$ cat src/hdl/board_ctrl_pkg.sv
//----------------------------------------------------------
// board control package
// register map, firmware stamps and shared bus types
//----------------------------------------------------------
package board_ctrl_pkg;

    //----------------------------------------------------------
    // widths
    //----------------------------------------------------------
    localparam int REG_DW     = 16;
    localparam int REG_AW     = 8;
    localparam int ETH_PORTS  = 4;
    localparam int TEST_REGS  = 8;
    localparam int FRAME_BITS = REG_AW + REG_DW;       // address then data
    localparam int CNT_W      = $clog2(FRAME_BITS + 1);

    // addresses at or above this are reads
    localparam logic [REG_AW-1:0] RD_OFFSET = 8'h80;

    //----------------------------------------------------------
    // write map
    //----------------------------------------------------------
    localparam logic [REG_AW-1:0] WREG_TEST    = 8'd0;  // TEST_REGS entries
    localparam logic [REG_AW-1:0] WREG_PHY_RST = 8'd8;
    localparam logic [REG_AW-1:0] WREG_MDC     = 8'd9;
    localparam logic [REG_AW-1:0] WREG_MDIO_DO = 8'd10;
    localparam logic [REG_AW-1:0] WREG_MDIO_OE = 8'd11;

    //----------------------------------------------------------
    // read map, offsets from RD_OFFSET
    //----------------------------------------------------------
    localparam logic [REG_AW-1:0] RREG_FW_DATE = 8'd0;  // two words, low first
    localparam logic [REG_AW-1:0] RREG_FW_TIME = 8'd2;
    localparam logic [REG_AW-1:0] RREG_FW_TYPE = 8'd4;
    localparam logic [REG_AW-1:0] RREG_LINK    = 8'd5;
    localparam logic [REG_AW-1:0] RREG_RXERR   = 8'd6;  // two words per port
    localparam logic [REG_AW-1:0] RREG_PHY_RST = 8'd14;
    localparam logic [REG_AW-1:0] RREG_MDC     = 8'd15;
    localparam logic [REG_AW-1:0] RREG_MDIO_DO = 8'd16;
    localparam logic [REG_AW-1:0] RREG_MDIO_OE = 8'd17;
    localparam logic [REG_AW-1:0] RREG_MDIO_DI = 8'd18;
    localparam logic [REG_AW-1:0] RREG_TEST    = 8'd19;

    // build stamps
    localparam logic [2*REG_DW-1:0] FW_DATE = 32'h5A3C_0E17;
    localparam logic [2*REG_DW-1:0] FW_TIME = 32'h0013_2745;
    localparam logic [REG_DW-1:0]   FW_TYPE = 16'h0B41;

    //----------------------------------------------------------
    // bus types
    //----------------------------------------------------------
    typedef struct packed {
        logic              wr;    // one cycle strobe
        logic [REG_AW-1:0] addr;
        logic [REG_DW-1:0] data;
    } reg_wr_t;

    typedef struct packed {
        logic [ETH_PORTS-1:0] phy_rst;
        logic                 mdc;
        logic                 mdio_do;
        logic                 mdio_oe;
    } phy_ctrl_t;

    typedef struct packed {
        logic [ETH_PORTS-1:0]               link;
        logic [ETH_PORTS-1:0][2*REG_DW-1:0] rxerr;  // rx error counter per port
    } port_status_t;

    typedef enum logic [1:0] {
        SPI_IDLE,
        SPI_ADDR,
        SPI_WDATA,
        SPI_RDATA
    } spi_state_e;

endpackage

$ cat src/hdl/spi_reg_slave.sv
`timescale 1ns/1ns
//----------------------------------------------------------
// SPI mode 0 register slave sampled on reg_clk
// turns address/data frames into register writes and reads
//----------------------------------------------------------
module spi_reg_slave (
    input  logic                              reg_clk,
    input  logic                              arst_n_i,
    input  logic                              spi_sclk_i,
    input  logic                              spi_cs_n_i,
    input  logic                              spi_mosi_i,
    output logic                              spi_miso_o,
    output board_ctrl_pkg::reg_wr_t           reg_wr_o,
    output logic [board_ctrl_pkg::REG_AW-1:0] rd_addr_o,
    input  logic [board_ctrl_pkg::REG_DW-1:0] rd_data_i
);
    import board_ctrl_pkg::*;

    logic [1:0]        sclk_sync;
    logic [1:0]        cs_sync;
    logic [1:0]        mosi_sync;
    logic              sclk_d;
    logic              sclk_rise;
    logic              sclk_fall;
    logic              cs_n_s;
    logic              mosi_s;
    logic [REG_DW-1:0] shift_in;

    spi_state_e        state_q;
    logic [CNT_W-1:0]  bit_cnt_q;    // SCLK rising edges in this frame
    logic [REG_DW-1:0] shreg_q;
    logic [REG_AW-1:0] addr_q;
    logic              load_q;       // read data is captured next cycle
    logic              wr_q;
    logic              miso_q;

    //----------------------------------------------------------
    // pin synchronisers and edge detect
    //----------------------------------------------------------
    always_ff @(posedge reg_clk or negedge arst_n_i) begin
        if (!arst_n_i) begin
            sclk_sync <= '0;
            cs_sync   <= 2'b11;      // deselected
            mosi_sync <= '0;
            sclk_d    <= 1'b0;
        end else begin
            sclk_sync <= {sclk_sync[0], spi_sclk_i};
            cs_sync   <= {cs_sync[0], spi_cs_n_i};
            mosi_sync <= {mosi_sync[0], spi_mosi_i};
            sclk_d    <= sclk_sync[1];
        end
    end

    assign sclk_rise = sclk_sync[1] & ~sclk_d;
    assign sclk_fall = ~sclk_sync[1] & sclk_d;
    assign cs_n_s    = cs_sync[1];
    assign mosi_s    = mosi_sync[1];
    assign shift_in  = {shreg_q[REG_DW-2:0], mosi_s};   // MSB first

    //----------------------------------------------------------
    // frame FSM
    //----------------------------------------------------------
    always_ff @(posedge reg_clk or negedge arst_n_i) begin
        if (!arst_n_i) begin
            state_q   <= SPI_IDLE;
            bit_cnt_q <= '0;
            shreg_q   <= '0;
            addr_q    <= '0;
            load_q    <= 1'b0;
            wr_q      <= 1'b0;
            miso_q    <= 1'b0;
        end else begin
            wr_q   <= 1'b0;
            load_q <= 1'b0;
            if (cs_n_s) begin
                // deselect ends or aborts the frame
                state_q <= SPI_IDLE;
                miso_q  <= 1'b0;
            end else begin
                case (state_q)
                    SPI_IDLE: begin
                        state_q   <= SPI_ADDR;
                        bit_cnt_q <= '0;
                    end
                    SPI_ADDR: begin
                        if (sclk_rise) begin
                            shreg_q   <= shift_in;
                            bit_cnt_q <= bit_cnt_q + 1'b1;
                            if (bit_cnt_q == CNT_W'(REG_AW - 1)) begin
                                addr_q <= shift_in[REG_AW-1:0];
                                if (shift_in[REG_AW-1:0] >= RD_OFFSET) begin
                                    state_q <= SPI_RDATA;
                                    load_q  <= 1'b1;
                                end else begin
                                    state_q <= SPI_WDATA;
                                end
                            end
                        end
                    end
                    SPI_WDATA: begin
                        if (sclk_rise && bit_cnt_q < CNT_W'(FRAME_BITS)) begin
                            shreg_q   <= shift_in;
                            bit_cnt_q <= bit_cnt_q + 1'b1;
                            if (bit_cnt_q == CNT_W'(FRAME_BITS - 1)) begin
                                wr_q <= 1'b1;    // last data bit in
                            end
                        end
                    end
                    SPI_RDATA: begin
                        if (load_q) begin
                            shreg_q <= rd_data_i;
                            miso_q  <= rd_data_i[REG_DW-1];
                        end else if (sclk_fall && bit_cnt_q != CNT_W'(REG_AW)) begin
                            // first fall after the address keeps the MSB
                            shreg_q <= shreg_q << 1;
                            miso_q  <= shreg_q[REG_DW-2];
                        end
                        if (sclk_rise && bit_cnt_q < CNT_W'(FRAME_BITS)) begin
                            bit_cnt_q <= bit_cnt_q + 1'b1;
                        end
                    end
                    default: state_q <= SPI_IDLE;
                endcase
            end
        end
    end

    // data bits end up in shreg once the frame is complete
    assign reg_wr_o   = '{wr: wr_q, addr: addr_q, data: shreg_q};
    assign rd_addr_o  = addr_q;
    assign spi_miso_o = miso_q;

    //----------------------------------------------------------
    // checks
    //----------------------------------------------------------
    a_wr_inside_frame: assert property (@(posedge reg_clk) disable iff (!arst_n_i)
        reg_wr_o.wr |-> !cs_n_s);

    a_rdata_addr: assert property (@(posedge reg_clk) disable iff (!arst_n_i)
        (state_q == SPI_RDATA) |-> (addr_q >= RD_OFFSET));

endmodule

$ cat src/hdl/board_regs.sv
`timescale 1ns/1ns
//----------------------------------------------------------
// board register file
// test array, PHY reset and MDIO bit-bang controls, read mux
//----------------------------------------------------------
module board_regs (
    input  logic                              reg_clk,
    input  logic                              arst_n_i,
    input  board_ctrl_pkg::reg_wr_t           reg_wr_i,
    input  logic [board_ctrl_pkg::REG_AW-1:0] rd_addr_i,
    output logic [board_ctrl_pkg::REG_DW-1:0] rd_data_o,
    input  board_ctrl_pkg::port_status_t      status_i,
    input  logic                              mdio_di_i,
    output board_ctrl_pkg::phy_ctrl_t         phy_ctrl_o
);
    import board_ctrl_pkg::*;

    logic [1:0]        mdio_di_sync;
    logic [REG_DW-1:0] test_q [TEST_REGS];
    phy_ctrl_t         ctrl_q;
    logic              rd_hit;
    logic [REG_AW-1:0] rd_idx;

    // mdio pin comes from the PHY, async to reg_clk
    always_ff @(posedge reg_clk or negedge arst_n_i) begin
        if (!arst_n_i) begin
            mdio_di_sync <= '0;
        end else begin
            mdio_di_sync <= {mdio_di_sync[0], mdio_di_i};
        end
    end

    //----------------------------------------------------------
    // write decode
    //----------------------------------------------------------
    always_ff @(posedge reg_clk or negedge arst_n_i) begin
        if (!arst_n_i) begin
            for (int i = 0; i < TEST_REGS; i++) begin
                test_q[i] <= '0;
            end
            ctrl_q <= '0;     // PHYs held in reset, mdio released
        end else if (reg_wr_i.wr) begin
            for (int i = 0; i < TEST_REGS; i++) begin
                if (reg_wr_i.addr == WREG_TEST + REG_AW'(i)) begin
                    test_q[i] <= reg_wr_i.data;
                end
            end
            case (reg_wr_i.addr)
                WREG_PHY_RST: ctrl_q.phy_rst <= reg_wr_i.data[ETH_PORTS-1:0];
                WREG_MDC:     ctrl_q.mdc     <= reg_wr_i.data[0];
                WREG_MDIO_DO: ctrl_q.mdio_do <= reg_wr_i.data[0];
                WREG_MDIO_OE: ctrl_q.mdio_oe <= reg_wr_i.data[0];
                default: ;
            endcase
        end
    end

    assign phy_ctrl_o = ctrl_q;

    //----------------------------------------------------------
    // read mux
    //----------------------------------------------------------
    assign rd_hit = (rd_addr_i >= RD_OFFSET);
    assign rd_idx = rd_addr_i - RD_OFFSET;

    always_comb begin
        rd_data_o = '0;                  // unmapped reads give 0
        if (rd_hit) begin
            case (rd_idx)
                RREG_FW_DATE:        rd_data_o = FW_DATE[REG_DW-1:0];
                RREG_FW_DATE + 1'b1: rd_data_o = FW_DATE[2*REG_DW-1:REG_DW];
                RREG_FW_TIME:        rd_data_o = FW_TIME[REG_DW-1:0];
                RREG_FW_TIME + 1'b1: rd_data_o = FW_TIME[2*REG_DW-1:REG_DW];
                RREG_FW_TYPE:        rd_data_o = FW_TYPE;
                RREG_LINK:           rd_data_o = REG_DW'(status_i.link);
                RREG_PHY_RST:        rd_data_o = REG_DW'(ctrl_q.phy_rst);
                RREG_MDC:            rd_data_o = REG_DW'(ctrl_q.mdc);
                RREG_MDIO_DO:        rd_data_o = REG_DW'(ctrl_q.mdio_do);
                RREG_MDIO_OE:        rd_data_o = REG_DW'(ctrl_q.mdio_oe);
                RREG_MDIO_DI:        rd_data_o = REG_DW'(mdio_di_sync[1]);
                default: ;
            endcase
            // error counters, low half first
            for (int p = 0; p < ETH_PORTS; p++) begin
                if (rd_idx == RREG_RXERR + REG_AW'(2 * p)) begin
                    rd_data_o = status_i.rxerr[p][REG_DW-1:0];
                end
                if (rd_idx == RREG_RXERR + REG_AW'(2 * p + 1)) begin
                    rd_data_o = status_i.rxerr[p][2*REG_DW-1:REG_DW];
                end
            end
            for (int i = 0; i < TEST_REGS; i++) begin
                if (rd_idx == RREG_TEST + REG_AW'(i)) begin
                    rd_data_o = test_q[i];
                end
            end
        end
    end

    // driver enable only turns on from a host write
    a_oe_by_write: assert property (@(posedge reg_clk) disable iff (!arst_n_i)
        $rose(ctrl_q.mdio_oe) |-> $past(reg_wr_i.wr && reg_wr_i.addr == WREG_MDIO_OE));

endmodule

$ cat src/hdl/board_ctrl_top.sv
`timescale 1ns/1ns
//----------------------------------------------------------
// board control top, SPI slave beside its register file
//----------------------------------------------------------
module board_ctrl_top (
    input  logic                                 reg_clk,
    input  logic                                 arst_n_i,
    input  logic                                 spi_sclk_i,
    input  logic                                 spi_cs_n_i,
    input  logic                                 spi_mosi_i,
    output logic                                 spi_miso_o,
    input  board_ctrl_pkg::port_status_t         status_i,
    input  logic                                 mdio_di_i,
    output logic [board_ctrl_pkg::ETH_PORTS-1:0] phy_rst_o,
    output logic                                 mdc_o,
    output logic                                 mdio_do_o,
    output logic                                 mdio_oe_o
);
    import board_ctrl_pkg::*;

    reg_wr_t           reg_wr;
    logic [REG_AW-1:0] rd_addr;
    logic [REG_DW-1:0] rd_data;
    phy_ctrl_t         phy_ctrl;

    spi_reg_slave u_spi (
        .reg_clk    (reg_clk),
        .arst_n_i   (arst_n_i),
        .spi_sclk_i (spi_sclk_i),
        .spi_cs_n_i (spi_cs_n_i),
        .spi_mosi_i (spi_mosi_i),
        .spi_miso_o (spi_miso_o),
        .reg_wr_o   (reg_wr),
        .rd_addr_o  (rd_addr),
        .rd_data_i  (rd_data)
    );

    board_regs u_regs (
        .reg_clk    (reg_clk),
        .arst_n_i   (arst_n_i),
        .reg_wr_i   (reg_wr),
        .rd_addr_i  (rd_addr),
        .rd_data_o  (rd_data),
        .status_i   (status_i),
        .mdio_di_i  (mdio_di_i),
        .phy_ctrl_o (phy_ctrl)
    );

    // PHY pins
    assign phy_rst_o = phy_ctrl.phy_rst;
    assign mdc_o     = phy_ctrl.mdc;
    assign mdio_do_o = phy_ctrl.mdio_do;
    assign mdio_oe_o = phy_ctrl.mdio_oe;  // tristate sits in the pad ring

endmodule

$ cat config.mk
export PLATFORM = sky130hd
export DESIGN_NAME = board_ctrl_top
export DESIGN_NICKNAME = d
export VERILOG_FILES = /design/src/hdl/board_ctrl_pkg.sv /design/src/hdl/spi_reg_slave.sv /design/src/hdl/board_regs.sv /design/src/hdl/board_ctrl_top.sv
export SDC_FILE = /design/constraint.sdc
export NUM_CORES = 1
export LEC_CHECK = 0
export BUFFER_PORTS_ARGS = -buffer_cell sky130_fd_sc_hd__clkbuf_2
export CAP_MARGIN = 20
export CORE_UTILIZATION = 40
export DETAILED_ROUTE_END_ITERATION = 16
export GPL_TIMING_DRIVEN = 1
export PLACE_DENSITY_LB_ADDON = 0.25
export SLEW_MARGIN = 0
export SYNTH_ARGS = -nofsm -noshare
export SYNTH_HDL_FRONTEND = slang
export SYNTH_SLANG_ARGS = --single-unit
$ cat constraint.sdc
create_clock -name reg_clk -period 5.6 [get_ports reg_clk]
set_input_delay 1.12 -clock reg_clk [delete_from_list [all_inputs] [get_ports reg_clk]]
set_output_delay 1.12 -clock reg_clk [all_outputs]
set_load 0.01 [all_outputs]
==> impl_metrics.csv, run 1 <==
group,metric,value,unit
placed_design,gp_congestion,0.9476,
clock_tree,cts_tree,"built",
timing,tightest_slew,1.086,ns
worst_hold_path,hold_start,"u_spi.sclk_sync[0]$_DFF_PN0_",
yosys,ys_warn_count,0,
timing,period_needed,3.515,ns
critical_path,path_buf_inv,0,
detailed_routing,viasPerCell,6.401,
detailed_routing,route.met2.wl,17120,um
detailed_routing,wl_met1,14990,um
global_routing,grt_max_degree,84,
timing,hold_ws,0.3484,ns
detailed_routing,detail-route-antenna-nets,0,
worst_hold_path,hold_end,"u_spi.sclk_sync[1]$_DFF_PN0_",
detailed_routing,wl_met3,3920,um
critical_path,crit_path_cell_trace,"or2_1 -> nor2_1 -> a211o_1 -> o22ai_1 -> a32oi_1 -> a311oi_1",
clock_tree,ctsLongestPathBuffers,2,
detailed_routing,num_vias,9108,
clock_tree,cts_root_buf,"clkbuf_16",
timing,hold_viol,0,
yosys,syn-num-nets,1121,
clock_tree,cts_setup_buffers,0,
critical_path,arrival,3.85,ns
floorplanning,die_area,26070,um2
placed_design,dpl.hpwl,25830,um
timing,relSlewSlack,27.36,%
yosys,synthTopCellsByArea,"dfrtp_1 (43%), mux2_2 (16%), a21oi_1 (3.7%), mux2i_1 (3.2%), o21ai_0 (2.3%)",
yosys,synth_common_cells,"dfrtp_1 (176), mux2_2 (145), a21oi_1 (75)",
timing,setup_tns,0,ns
timing,report.final.setup_viol,0,
yosys,synth_cell_types,80,
critical_path,reg2reg_slack,2.08,ns
detailed_routing,drcViolationCount,0,
global_routing,grt_pass1_vias,9050,
floorplanning,die_height,161.5,um
clock_tree,clkLatencyLatePin,0.44,ns
power,ir_drop,0.1843,mV
yosys,yosysMostFrequentCell,"dfrtp_1",
detailed_routing,first_iter_violations,1158,
layout,nFillCells,2352,
detailed_routing,wire_per_inst,26.56,um
power,p_leak,5.224,nW
critical_path,endpoint_kind,"flop",
job,cap_violations,0,
clock_tree,path_clk_slew,0.07,ns
timing,fmax,0.2845,GHz
detailed_routing,routed_wl,37790,um
layout,area_growth_syn_to_layout,15.62,%
layout,drive_gt1_share,34.24,%
status,status,"finished clean",
clock_tree,clock_sinks,178,
yosys,seq_area_frac_synth,43.82,%
floorplanning,core,24600,um2
critical_path,crit_slowest_cell,"dfrtp_4",
global_routing,track_usage,29.33,%
critical_path,critPathLaunchType,"flop",
clock_tree,cts_buffers,17,
critical_path,crit_type,"reg2reg",
critical_path,r2r-start,"u_spi.rd_addr_o[0]$_DFFE_PN0P_",
yosys,async_flop_share,100.0,%
timing,fin_ws,2.085,ns
detailed_routing,highest_layer,"met4",
yosys,syn-cell-area,10170,um2
floorplanning,die_x,161.5,um
floorplanning,start_util,41.34,%
critical_path,critPathTopFamily,"compound AO/OA/AOI/OAI gates",
layout,fin_nets,1225,
detailed_routing,drt_first_pass_iters,6,
critical_path,r2r_cells,6,
critical_path,cp_data_required_time,5.94,ns
worst_hold_path,hold_depth,0,
worst_hold_path,hold_path_class,"reg2reg",
critical_path,worstPathMaxFanout,66,
floorplanning,num_rows,57,
yosys,netlist.area_leader.share,43.30,%
timing,slew_viol_final,0,
yosys,synth_edf_count,0,
floorplanning,io_pins,146,
timing,grt_setup_unrepaired,"no",
clock_tree,cts_max_level,4,
layout,final_util,47.80,%
critical_path,reg2reg_to,"u_spi.spi_miso_o$_DFFE_PN0P_",
placed_design,port_buffers,145,
placed_design,pre_cts_ws,2.320,ns
critical_path,max_stage_delay,1.00,ns
yosys,ys_ff_latch,178,
yosys,netlist_instances,981,
global_routing,grt_overflow,0,
power,p_per_area,246.5,nW/um2
global_routing,grt_pass1_wl,56340,um
yosys,syn_avg_cell_area,10.37,um2
global_routing,grt_antenna_before_repair,1,
clock_tree,cts_hold_buf,0,
clock_tree,cts.repair.resized,0,
timing,clock_skew,0.007580,ns
yosys,yosys_most_used_dff,"dfrtp_1",
yosys,yosysTopAreaCell,"dfrtp_1",
critical_path,worstSetupStartpoint,"u_spi.rd_addr_o[0]$_DFFE_PN0P_",
timing,period_share,62.77,%
## layout make-up
class | count | area (um2) | share of cell area [%]
antenna | 1 | 2.502 | 0.02128
multi-input combinational | 702 | 5266 | 44.78
clock buffer | 18 | 429.2 | 3.649
timing repair buffer | 173 | 1002 | 8.522
clock inverter | 14 | 142.6 | 1.213
inverter | 13 | 48.80 | 0.4149
sequential | 178 | 4463 | 37.95
tap | 324 | 405.4 | 3.447
## state kept, by name (all words and copies together) (netlist names), 5 cells and up
| signal | count |
|---|---|
| u_regs.test_q | 128 |
| u_spi.shreg_q | 16 |
| u_spi.rd_addr_o | 8 |
| u_regs.phy_ctrl_o | 7 |
| u_spi.bit_cnt_q | 5 |
## through the flow
stage | cells | total power (W) | instance area, um2
floorplan | 981 | 0.001561 | 10170
global placement | 1387 | 0.001726 | 11100
detailed placement | 1389 | 0.001725 | 11160
CTS | 1421 | 0.002900 | 11730
global route | 1422 | 0.002987 | 11760
finish | 1423 | 0.002899 | 11760
## placed cells by master, fill, tap and decap left out, types with 17 or more instances in the layout
cell	count
buf_4	25
mux2_2	145
o22ai_1	22
a21oi_1	75
dfrtp_1	173
nand2_1	51
o21ai_0	47
clkbuf_16	17
nor2_1	53
mux2i_1	33
clkbuf_2	144
## how the worst max path moves through the flow
stage,slack [ns],to,depth (start not counted)
after floorplan,3.17,u_spi.shreg_q[1]$_DFFE_PN0P_,6
after global placement,2.31,u_spi.spi_miso_o$_DFFE_PN0P_,6
after detailed placement,2.32,u_spi.spi_miso_o$_DFFE_PN0P_,6
after CTS,2.25,u_spi.spi_miso_o$_DFFE_PN0P_,6
after global routing,2.02,u_spi.shreg_q[3]$_DFFE_PN0P_,7
final,2.08,u_spi.spi_miso_o$_DFFE_PN0P_,6
## routing by layer
metal | GRT usage [%] | vias to the layer above
li1 | - | 3891
met1 | 37.78 | 4473
met2 | 45.49 | 621
met3 | 7.268 | 123
met4 | 15.48 | 0
met5 | 0 | -
## kinds of logic after synthesis
group / Yosys count / share of synthesized area, %
AOI/OAI and AO/OA: 285 / 18.96
xor gates and xnor gates: 3 / 0.2584
adders and majority gates: 2 / 0.2460
buffers and inverters: 101 / 4.675
DFF: 178 / 43.82
muxes: 180 / 19.74
and+or+nand+nor: 232 / 12.30
## where the power goes
part	leakage (nW)	switching (W)	internal, W
clock	0.277	0.000560	0.000628
sequential	2.41	0.000141	0.00133
combinational	2.53	0.000138	0.000105
total	5.22	0.000839	0.00206
Note: power is estimated with default switching activity, not from simulation.
==> inputs of run 2 (changes only) <==
- clock period: 5.6 -> 3.6 ns (I/O delays scaled with it)
==> run 2 against run 1 <==
Effect of this change:
- setup slack worse by 1.6 ns
- maximum frequency up 13%
- critical path depth unchanged
- global-route usage up 1.0 points
- register-to-register slack worse by 1.6 ns
- core utilization up 0.58 points
- sequential cell count unchanged
- routed wire length up 3.4%
- largest power group unchanged
==> impl_metrics.csv, run 2 (synthesized netlist as in run 1, its figures left out) <==
group,metric,value,unit
timing,hold_viol,0,
worst_hold_path,hold_end,"u_spi.sclk_sync[1]$_DFF_PN0_",
critical_path,reg2reg_slack,0.48,ns
detailed_routing,viasPerCell,6.520,
timing,period_share,86.56,%
clock_tree,cts.repair.resized,0,
global_routing,track_usage,30.37,%
layout,antenna_cells,0,
detailed_routing,num_vias,9376,
critical_path,crit_type,"reg2reg",
critical_path,crit_slowest_cell,"dfrtp_4",
critical_path,worstPathMaxFanout,51,
layout,largest_reg_flops,128,
critical_path,r2r_cells,6,
power,p_total,0.004650,W
detailed_routing,wire_per_inst,27.18,um
job,cap_violations,0,
floorplanning,core,24600,um2
detailed_routing,first_iter_violations,1229,
timing,setup_tns,0,ns
critical_path,endpoint_kind,"flop",
clock_tree,ctsLongestPathBuffers,2,
detailed_routing,drt_first_pass_iters,6,
critical_path,path_buf_inv,0,
critical_path,crit_path_cell_trace,"nand2_1 -> nor2_1 -> a2bb2oi_1 -> o22ai_1 -> a32oi_1 -> a311oi_1",
placed_design,gp_congestion,0.9811,
clock_tree,cts_hold_buf,0,
floorplanning,num_rows,57,
worst_hold_path,hold_path_class,"reg2reg",
layout,final_util,48.38,%
worst_hold_path,hold_depth,0,
layout,layout_common_cells,"dfrtp_1 (173), mux2_2 (145), clkbuf_2 (144)",
timing,tightest_slew,1.286,ns
layout,drive_gt1_share,35.10,%
clock_tree,clock_sinks,178,
timing,clock_skew,0.009598,ns
layout,final_common_cell,"dfrtp_1",
placed_design,port_buffers,145,
detailed_routing,drcViolationCount,0,
layout,fin_nets,1241,
status,status,"finished clean",
layout,largest_register,"u_regs.test_q",
power,p_leak,5.323,nW
critical_path,critPathLaunchType,"flop",
layout,area_growth_syn_to_layout,17.04,%
clock_tree,cts_root_buf,"clkbuf_16",
power,p_per_area,390.6,nW/um2
timing,slew_viol_final,0,
placed_design,dp.cells,1406,
clock_tree,clkLatencyLatePin,0.44,ns
floorplanning,io_pins,146,
clock_tree,cts_setup_buffers,0,
timing,hold_ws,0.3472,ns
power,ir_drop,0.2706,mV
critical_path,cp_data_required_time,3.94,ns
clock_tree,cts_buffers,17,
critical_path,critPathTopFamily,"simple AND/OR/NAND/NOR gates",
placed_design,dpl.hpwl,27260,um
timing,report.final.setup_viol,0,
timing,relSlewSlack,14.11,%
global_routing,grt_max_degree,92,
critical_path,reg2reg_to,"u_spi.spi_miso_o$_DFFE_PN0P_",
clock_tree,cts_tree,"built",
detailed_routing,routed_wl,39080,um
global_routing,grt_overflow,0,
global_routing,grt_antenna_before_repair,0,
timing,grt_setup_unrepaired,"no",
clock_tree,path_clk_slew,0.07,ns
floorplanning,die_x,161.5,um
floorplanning,start_util,41.34,%
layout,finalNonFillerCells,1438,
timing,period_needed,3.116,ns
floorplanning,die_height,161.5,um
floorplanning,die_area,26070,um2
worst_hold_path,hold_start,"u_spi.sclk_sync[0]$_DFF_PN0_",
critical_path,arrival,3.45,ns
global_routing,grt_pass1_wl,58210,um
critical_path,max_stage_delay,0.83,ns
timing,fmax,0.3209,GHz
global_routing,grt_pass1_vias,9000,
detailed_routing,detail-route-antenna-nets,0,
critical_path,r2r-start,"u_spi.rd_addr_o[0]$_DFFE_PN0P_",
clock_tree,cts_max_level,4,
[run 2: cell count changes in the layout (fill, tap and decap cells not counted), moves of 2 or more]
cell / previous run / this run
buf_12: 0 / 4
inv_6: 6 / 4
buf_16: 3 / 0
buf_4: 25 / 40
bufinv_16: 1 / 3
[run 2: through the flow]
stage               area, um2  setup slack (ns)
CTS                     11900            0.7100
detailed placement      11300            0.7169
finish                  11900            0.4839
global placement        11300            0.7374
floorplan               10170             1.559
global route            11900            0.5213
[run 2: final cells by class]
type	count	area, um2
Fill cell	2280	12700
Multi-Input combinational cell	702	5266
Sequential cell	178	4463
Timing Repair Buffer	189	1112
Clock buffer	19	432.9
Tap cell	324	405.4
Clock inverter	13	175.2
Inverter	13	48.80
[run 2: how the worst max path moves through the flow]
stage,startpoint,endpoint,slack [ns],cells past startpoint
6_report,u_spi.rd_addr_o[0]$_DFFE_PN0P_,u_spi.spi_miso_o$_DFFE_PN0P_,0.48,6
5_1_grt,u_spi.rd_addr_o[1]$_DFFE_PN0P_,u_spi.spi_miso_o$_DFFE_PN0P_,0.52,6
4_1_cts,u_spi.rd_addr_o[1]$_DFFE_PN0P_,u_spi.spi_miso_o$_DFFE_PN0P_,0.71,8
3_5_place_dp,u_spi.rd_addr_o[1]$_DFFE_PN0P_,u_spi.spi_miso_o$_DFFE_PN0P_,0.72,8
3_3_place_gp,u_spi.rd_addr_o[0]$_DFFE_PN0P_,u_spi.spi_miso_o$_DFFE_PN0P_,0.74,6
2_1_floorplan,u_spi.rd_addr_o[6]$_DFFE_PN0P_,u_regs.test_q[102]$_DFFE_PN0P_,1.56,7
[run 2: routing by layer]
layer	vias to the layer above	wire length, um	part of all wire [%]	global-route usage (%)
li1	3924	-	-	-
met1	4633	15720	40	40.81
met2	687	17310	44	46.57
met3	132	4238	11	6.471
met4	0	1812	4.6	14.49
met5	-	0	0	0
[run 2: power by group]
group          total, W  internal, W  switching (W)
registers       0.00229      0.00206       0.000223
logic          0.000398     0.000170       0.000229
clock network   0.00196      0.00111       0.000855
total           0.00465      0.00334        0.00131
[run 2: worst register-to-register path: cells and delay by family, from the launching register on]
family / cells / cell delay (ns)
AOI/OAI and AO/OA: 4 / 0.96
DFF: 1 / 0.83
and+or+nand+nor: 2 / 1.23
==> inputs of run 3 (changes only) <==
- CORE_MARGIN: not set -> 3
- clock period: 3.6 -> 3.1 ns (I/O delays scaled with it)
==> run 3 against run 2 <==
Effect of this change:
- combinational power up 17%
- setup slack better by 0.025 ns
- core utilization up 0.64 points
- clock skew down 0.0025 ns
- register-to-register slack better by 0.03 ns
- largest power group unchanged
- sequential power up 15%
- worst hold slack worse by 0.18 ns
==> impl_metrics.csv, run 3 (synthesized netlist as in run 1, its figures left out) <==
group,metric,value,unit
status,status,"finished clean",
critical_path,arrival,2.93,ns
clock_tree,cts_buffers,17,
timing,period_share,83.58,%
power,p_leak,5.434,nW
global_routing,grt_antenna_before_repair,0,
clock_tree,cts_root_buf,"clkbuf_16",
detailed_routing,wire_per_inst,26.45,um
detailed_routing,first_iter_violations,1328,
layout,final_util,49.02,%
job,cap_violations,0,
critical_path,worstPathMaxFanout,10,
global_routing,grt_overflow,0,
timing,report.final.setup_viol,0,
placed_design,gp_congestion,0.9294,
layout,drive_gt1_share,36.47,%
floorplanning,die_height,165.5,um
critical_path,endpoint_kind,"flop",
detailed_routing,viasPerCell,6.284,
clock_tree,cts_tree,"built",
detailed_routing,drcViolationCount,0,
floorplanning,start_util,41.22,%
clock_tree,cts_setup_buffers,0,
worst_hold_path,hold_path_class,"in2async",
floorplanning,core,24680,um2
layout,largest_reg_flops,128,
timing,clock_skew,0.007059,ns
clock_tree,path_clk_slew,0.07,ns
critical_path,crit_slowest_cell,"or4b_1",
layout,area_growth_syn_to_layout,18.93,%
timing,tightest_slew,0.8076,ns
placed_design,dpl.hpwl,27520,um
critical_path,critPathLaunchType,"flop",
layout,final_common_cell,"dfrtp_1",
detailed_routing,drt_first_pass_iters,6,
layout,layout_common_cells,"dfrtp_1 (173), mux2_2 (145), clkbuf_2 (144)",
global_routing,grt_pass1_vias,9085,
global_routing,track_usage,28.26,%
timing,fmax,0.3860,GHz
power,ir_drop,0.3243,mV
clock_tree,cts_hold_buf,0,
power,p_per_area,445.6,nW/um2
critical_path,cp_data_required_time,3.44,ns
floorplanning,num_rows,57,
layout,largest_register,"u_regs.test_q",
critical_path,crit_path_cell_trace,"or4b_1 -> a211o_1 -> o22ai_1 -> a32oi_1 -> a311oi_1",
clock_tree,ctsLongestPathBuffers,2,
placed_design,port_buffers,145,
clock_tree,cts_max_level,4,
floorplanning,io_pins,146,
layout,nFillCells,2355,
clock_tree,clock_sinks,178,
critical_path,r2r_cells,5,
timing,period_needed,2.591,ns
layout,antenna_cells,0,
critical_path,reg2reg_slack,0.51,ns
floorplanning,die_area,27380,um2
floorplanning,die_x,165.5,um
timing,relSlewSlack,46.04,%
detailed_routing,num_vias,9187,
global_routing,grt_pass1_wl,56790,um
clock_tree,cts.repair.resized,0,
clock_tree,clkLatencyLatePin,0.44,ns
timing,grt_setup_unrepaired,"no",
timing,setup_tns,0,ns
global_routing,grt_max_degree,61,
critical_path,crit_type,"reg2reg",
detailed_routing,routed_wl,38670,um
timing,slew_viol_final,0,
layout,fin_nets,1265,
timing,hold_viol,0,
critical_path,max_stage_delay,0.89,ns
detailed_routing,detail-route-antenna-nets,0,
## run 3: cell types whose count changed in the layout (fill, tap and decap cells not counted)
cell / change
buf_4: +22
inv_8: -1
clkinvlp_4: +1
buf_12: +1
clkinv_4: -2
buf_6: +1
inv_6: +2
## run 3: path summary, 6_finish.rpt
| check | startpoint | to |
|---|---|---|
| min reg2reg | u_regs.mdio_di_sync[0]$_DFF_PN0_ | u_regs.mdio_di_sync[1]$_DFF_PN0_ |
| max | u_spi.rd_addr_o[6]$_DFFE_PN0P_ | u_spi.spi_miso_o$_DFFE_PN0P_ |
| max in group asynchronous | arst_n_i | u_spi.cs_sync[1]$_DFF_PN1_ |
| max reg2reg | u_spi.rd_addr_o[6]$_DFFE_PN0P_ | u_spi.spi_miso_o$_DFFE_PN0P_ |
| min in group reg_clk | spi_cs_n_i | u_spi.cs_sync[0]$_DFF_PN1_ |
| min | arst_n_i | u_regs.test_q[78]$_DFFE_PN0P_ |
## run 3: worst max-delay path, delay by kind of cell (launching register included)
| kind | cells | cell delay, ns |
|---|---|---|
| AO/OA/AOI/OAI | 4 | 1.12 |
| flip-flops | 1 | 0.47 |
| AND/OR/NAND/NOR | 1 | 0.89 |
## run 3: cell type report
| class | count | area [um2] | area share (%) |
|---|---|---|---|
| well taps | 324 | 405.4 | 3.351 |
| flip-flops and latches | 178 | 4463 | 36.89 |
| multi-input cells | 702 | 5266 | 43.54 |
| inverters | 13 | 48.80 | 0.4034 |
| clock inverters | 13 | 171.4 | 1.417 |
| clock buffers | 19 | 432.9 | 3.579 |
| repair buffers | 213 | 1309 | 10.82 |
## run 3: report_power, final
part	internal [W]	switching, W	total (W)
registers	0.00240	0.000245	0.00264
clock network	0.00129	0.000996	0.00228
logic	0.000202	0.000264	0.000466
## run 3: metal layers
| layer | global-route usage (%) | routed length [um] | up-vias | part of all wire, % |
|---|---|---|---|---|
| met5 | 0 | 0 | - | 0 |
| met4 | 14.93 | 1966 | 0 | 5.1 |
| met3 | 6.885 | 3990 | 130 | 10 |
| met2 | 43.03 | 17310 | 576 | 45 |
| met1 | 37.26 | 15410 | 4504 | 40 |
| li1 | - | - | 3977 | - |
## run 3: per-stage QoR
| step | hold WS (ns) | area [um2] | setup slack, ns | power [W] | cells |
|---|---|---|---|---|---|
| 2_1_floorplan | 0.3244 | 10170 | 1.059 | 0.002820 | 981 |
| 3_3_place_gp | 0.3331 | 11480 | 0.6109 | 0.003134 | 1429 |
| 3_5_place_dp | 0.3426 | 11490 | 0.5969 | 0.003135 | 1430 |
| 4_1_cts | 0.1907 | 12100 | 0.6069 | 0.005395 | 1462 |
| 5_1_grt | 0.2092 | 12100 | 0.4483 | 0.005552 | 1462 |
| 6_report | 0.1663 | 12100 | 0.5091 | 0.005390 | 1462 |
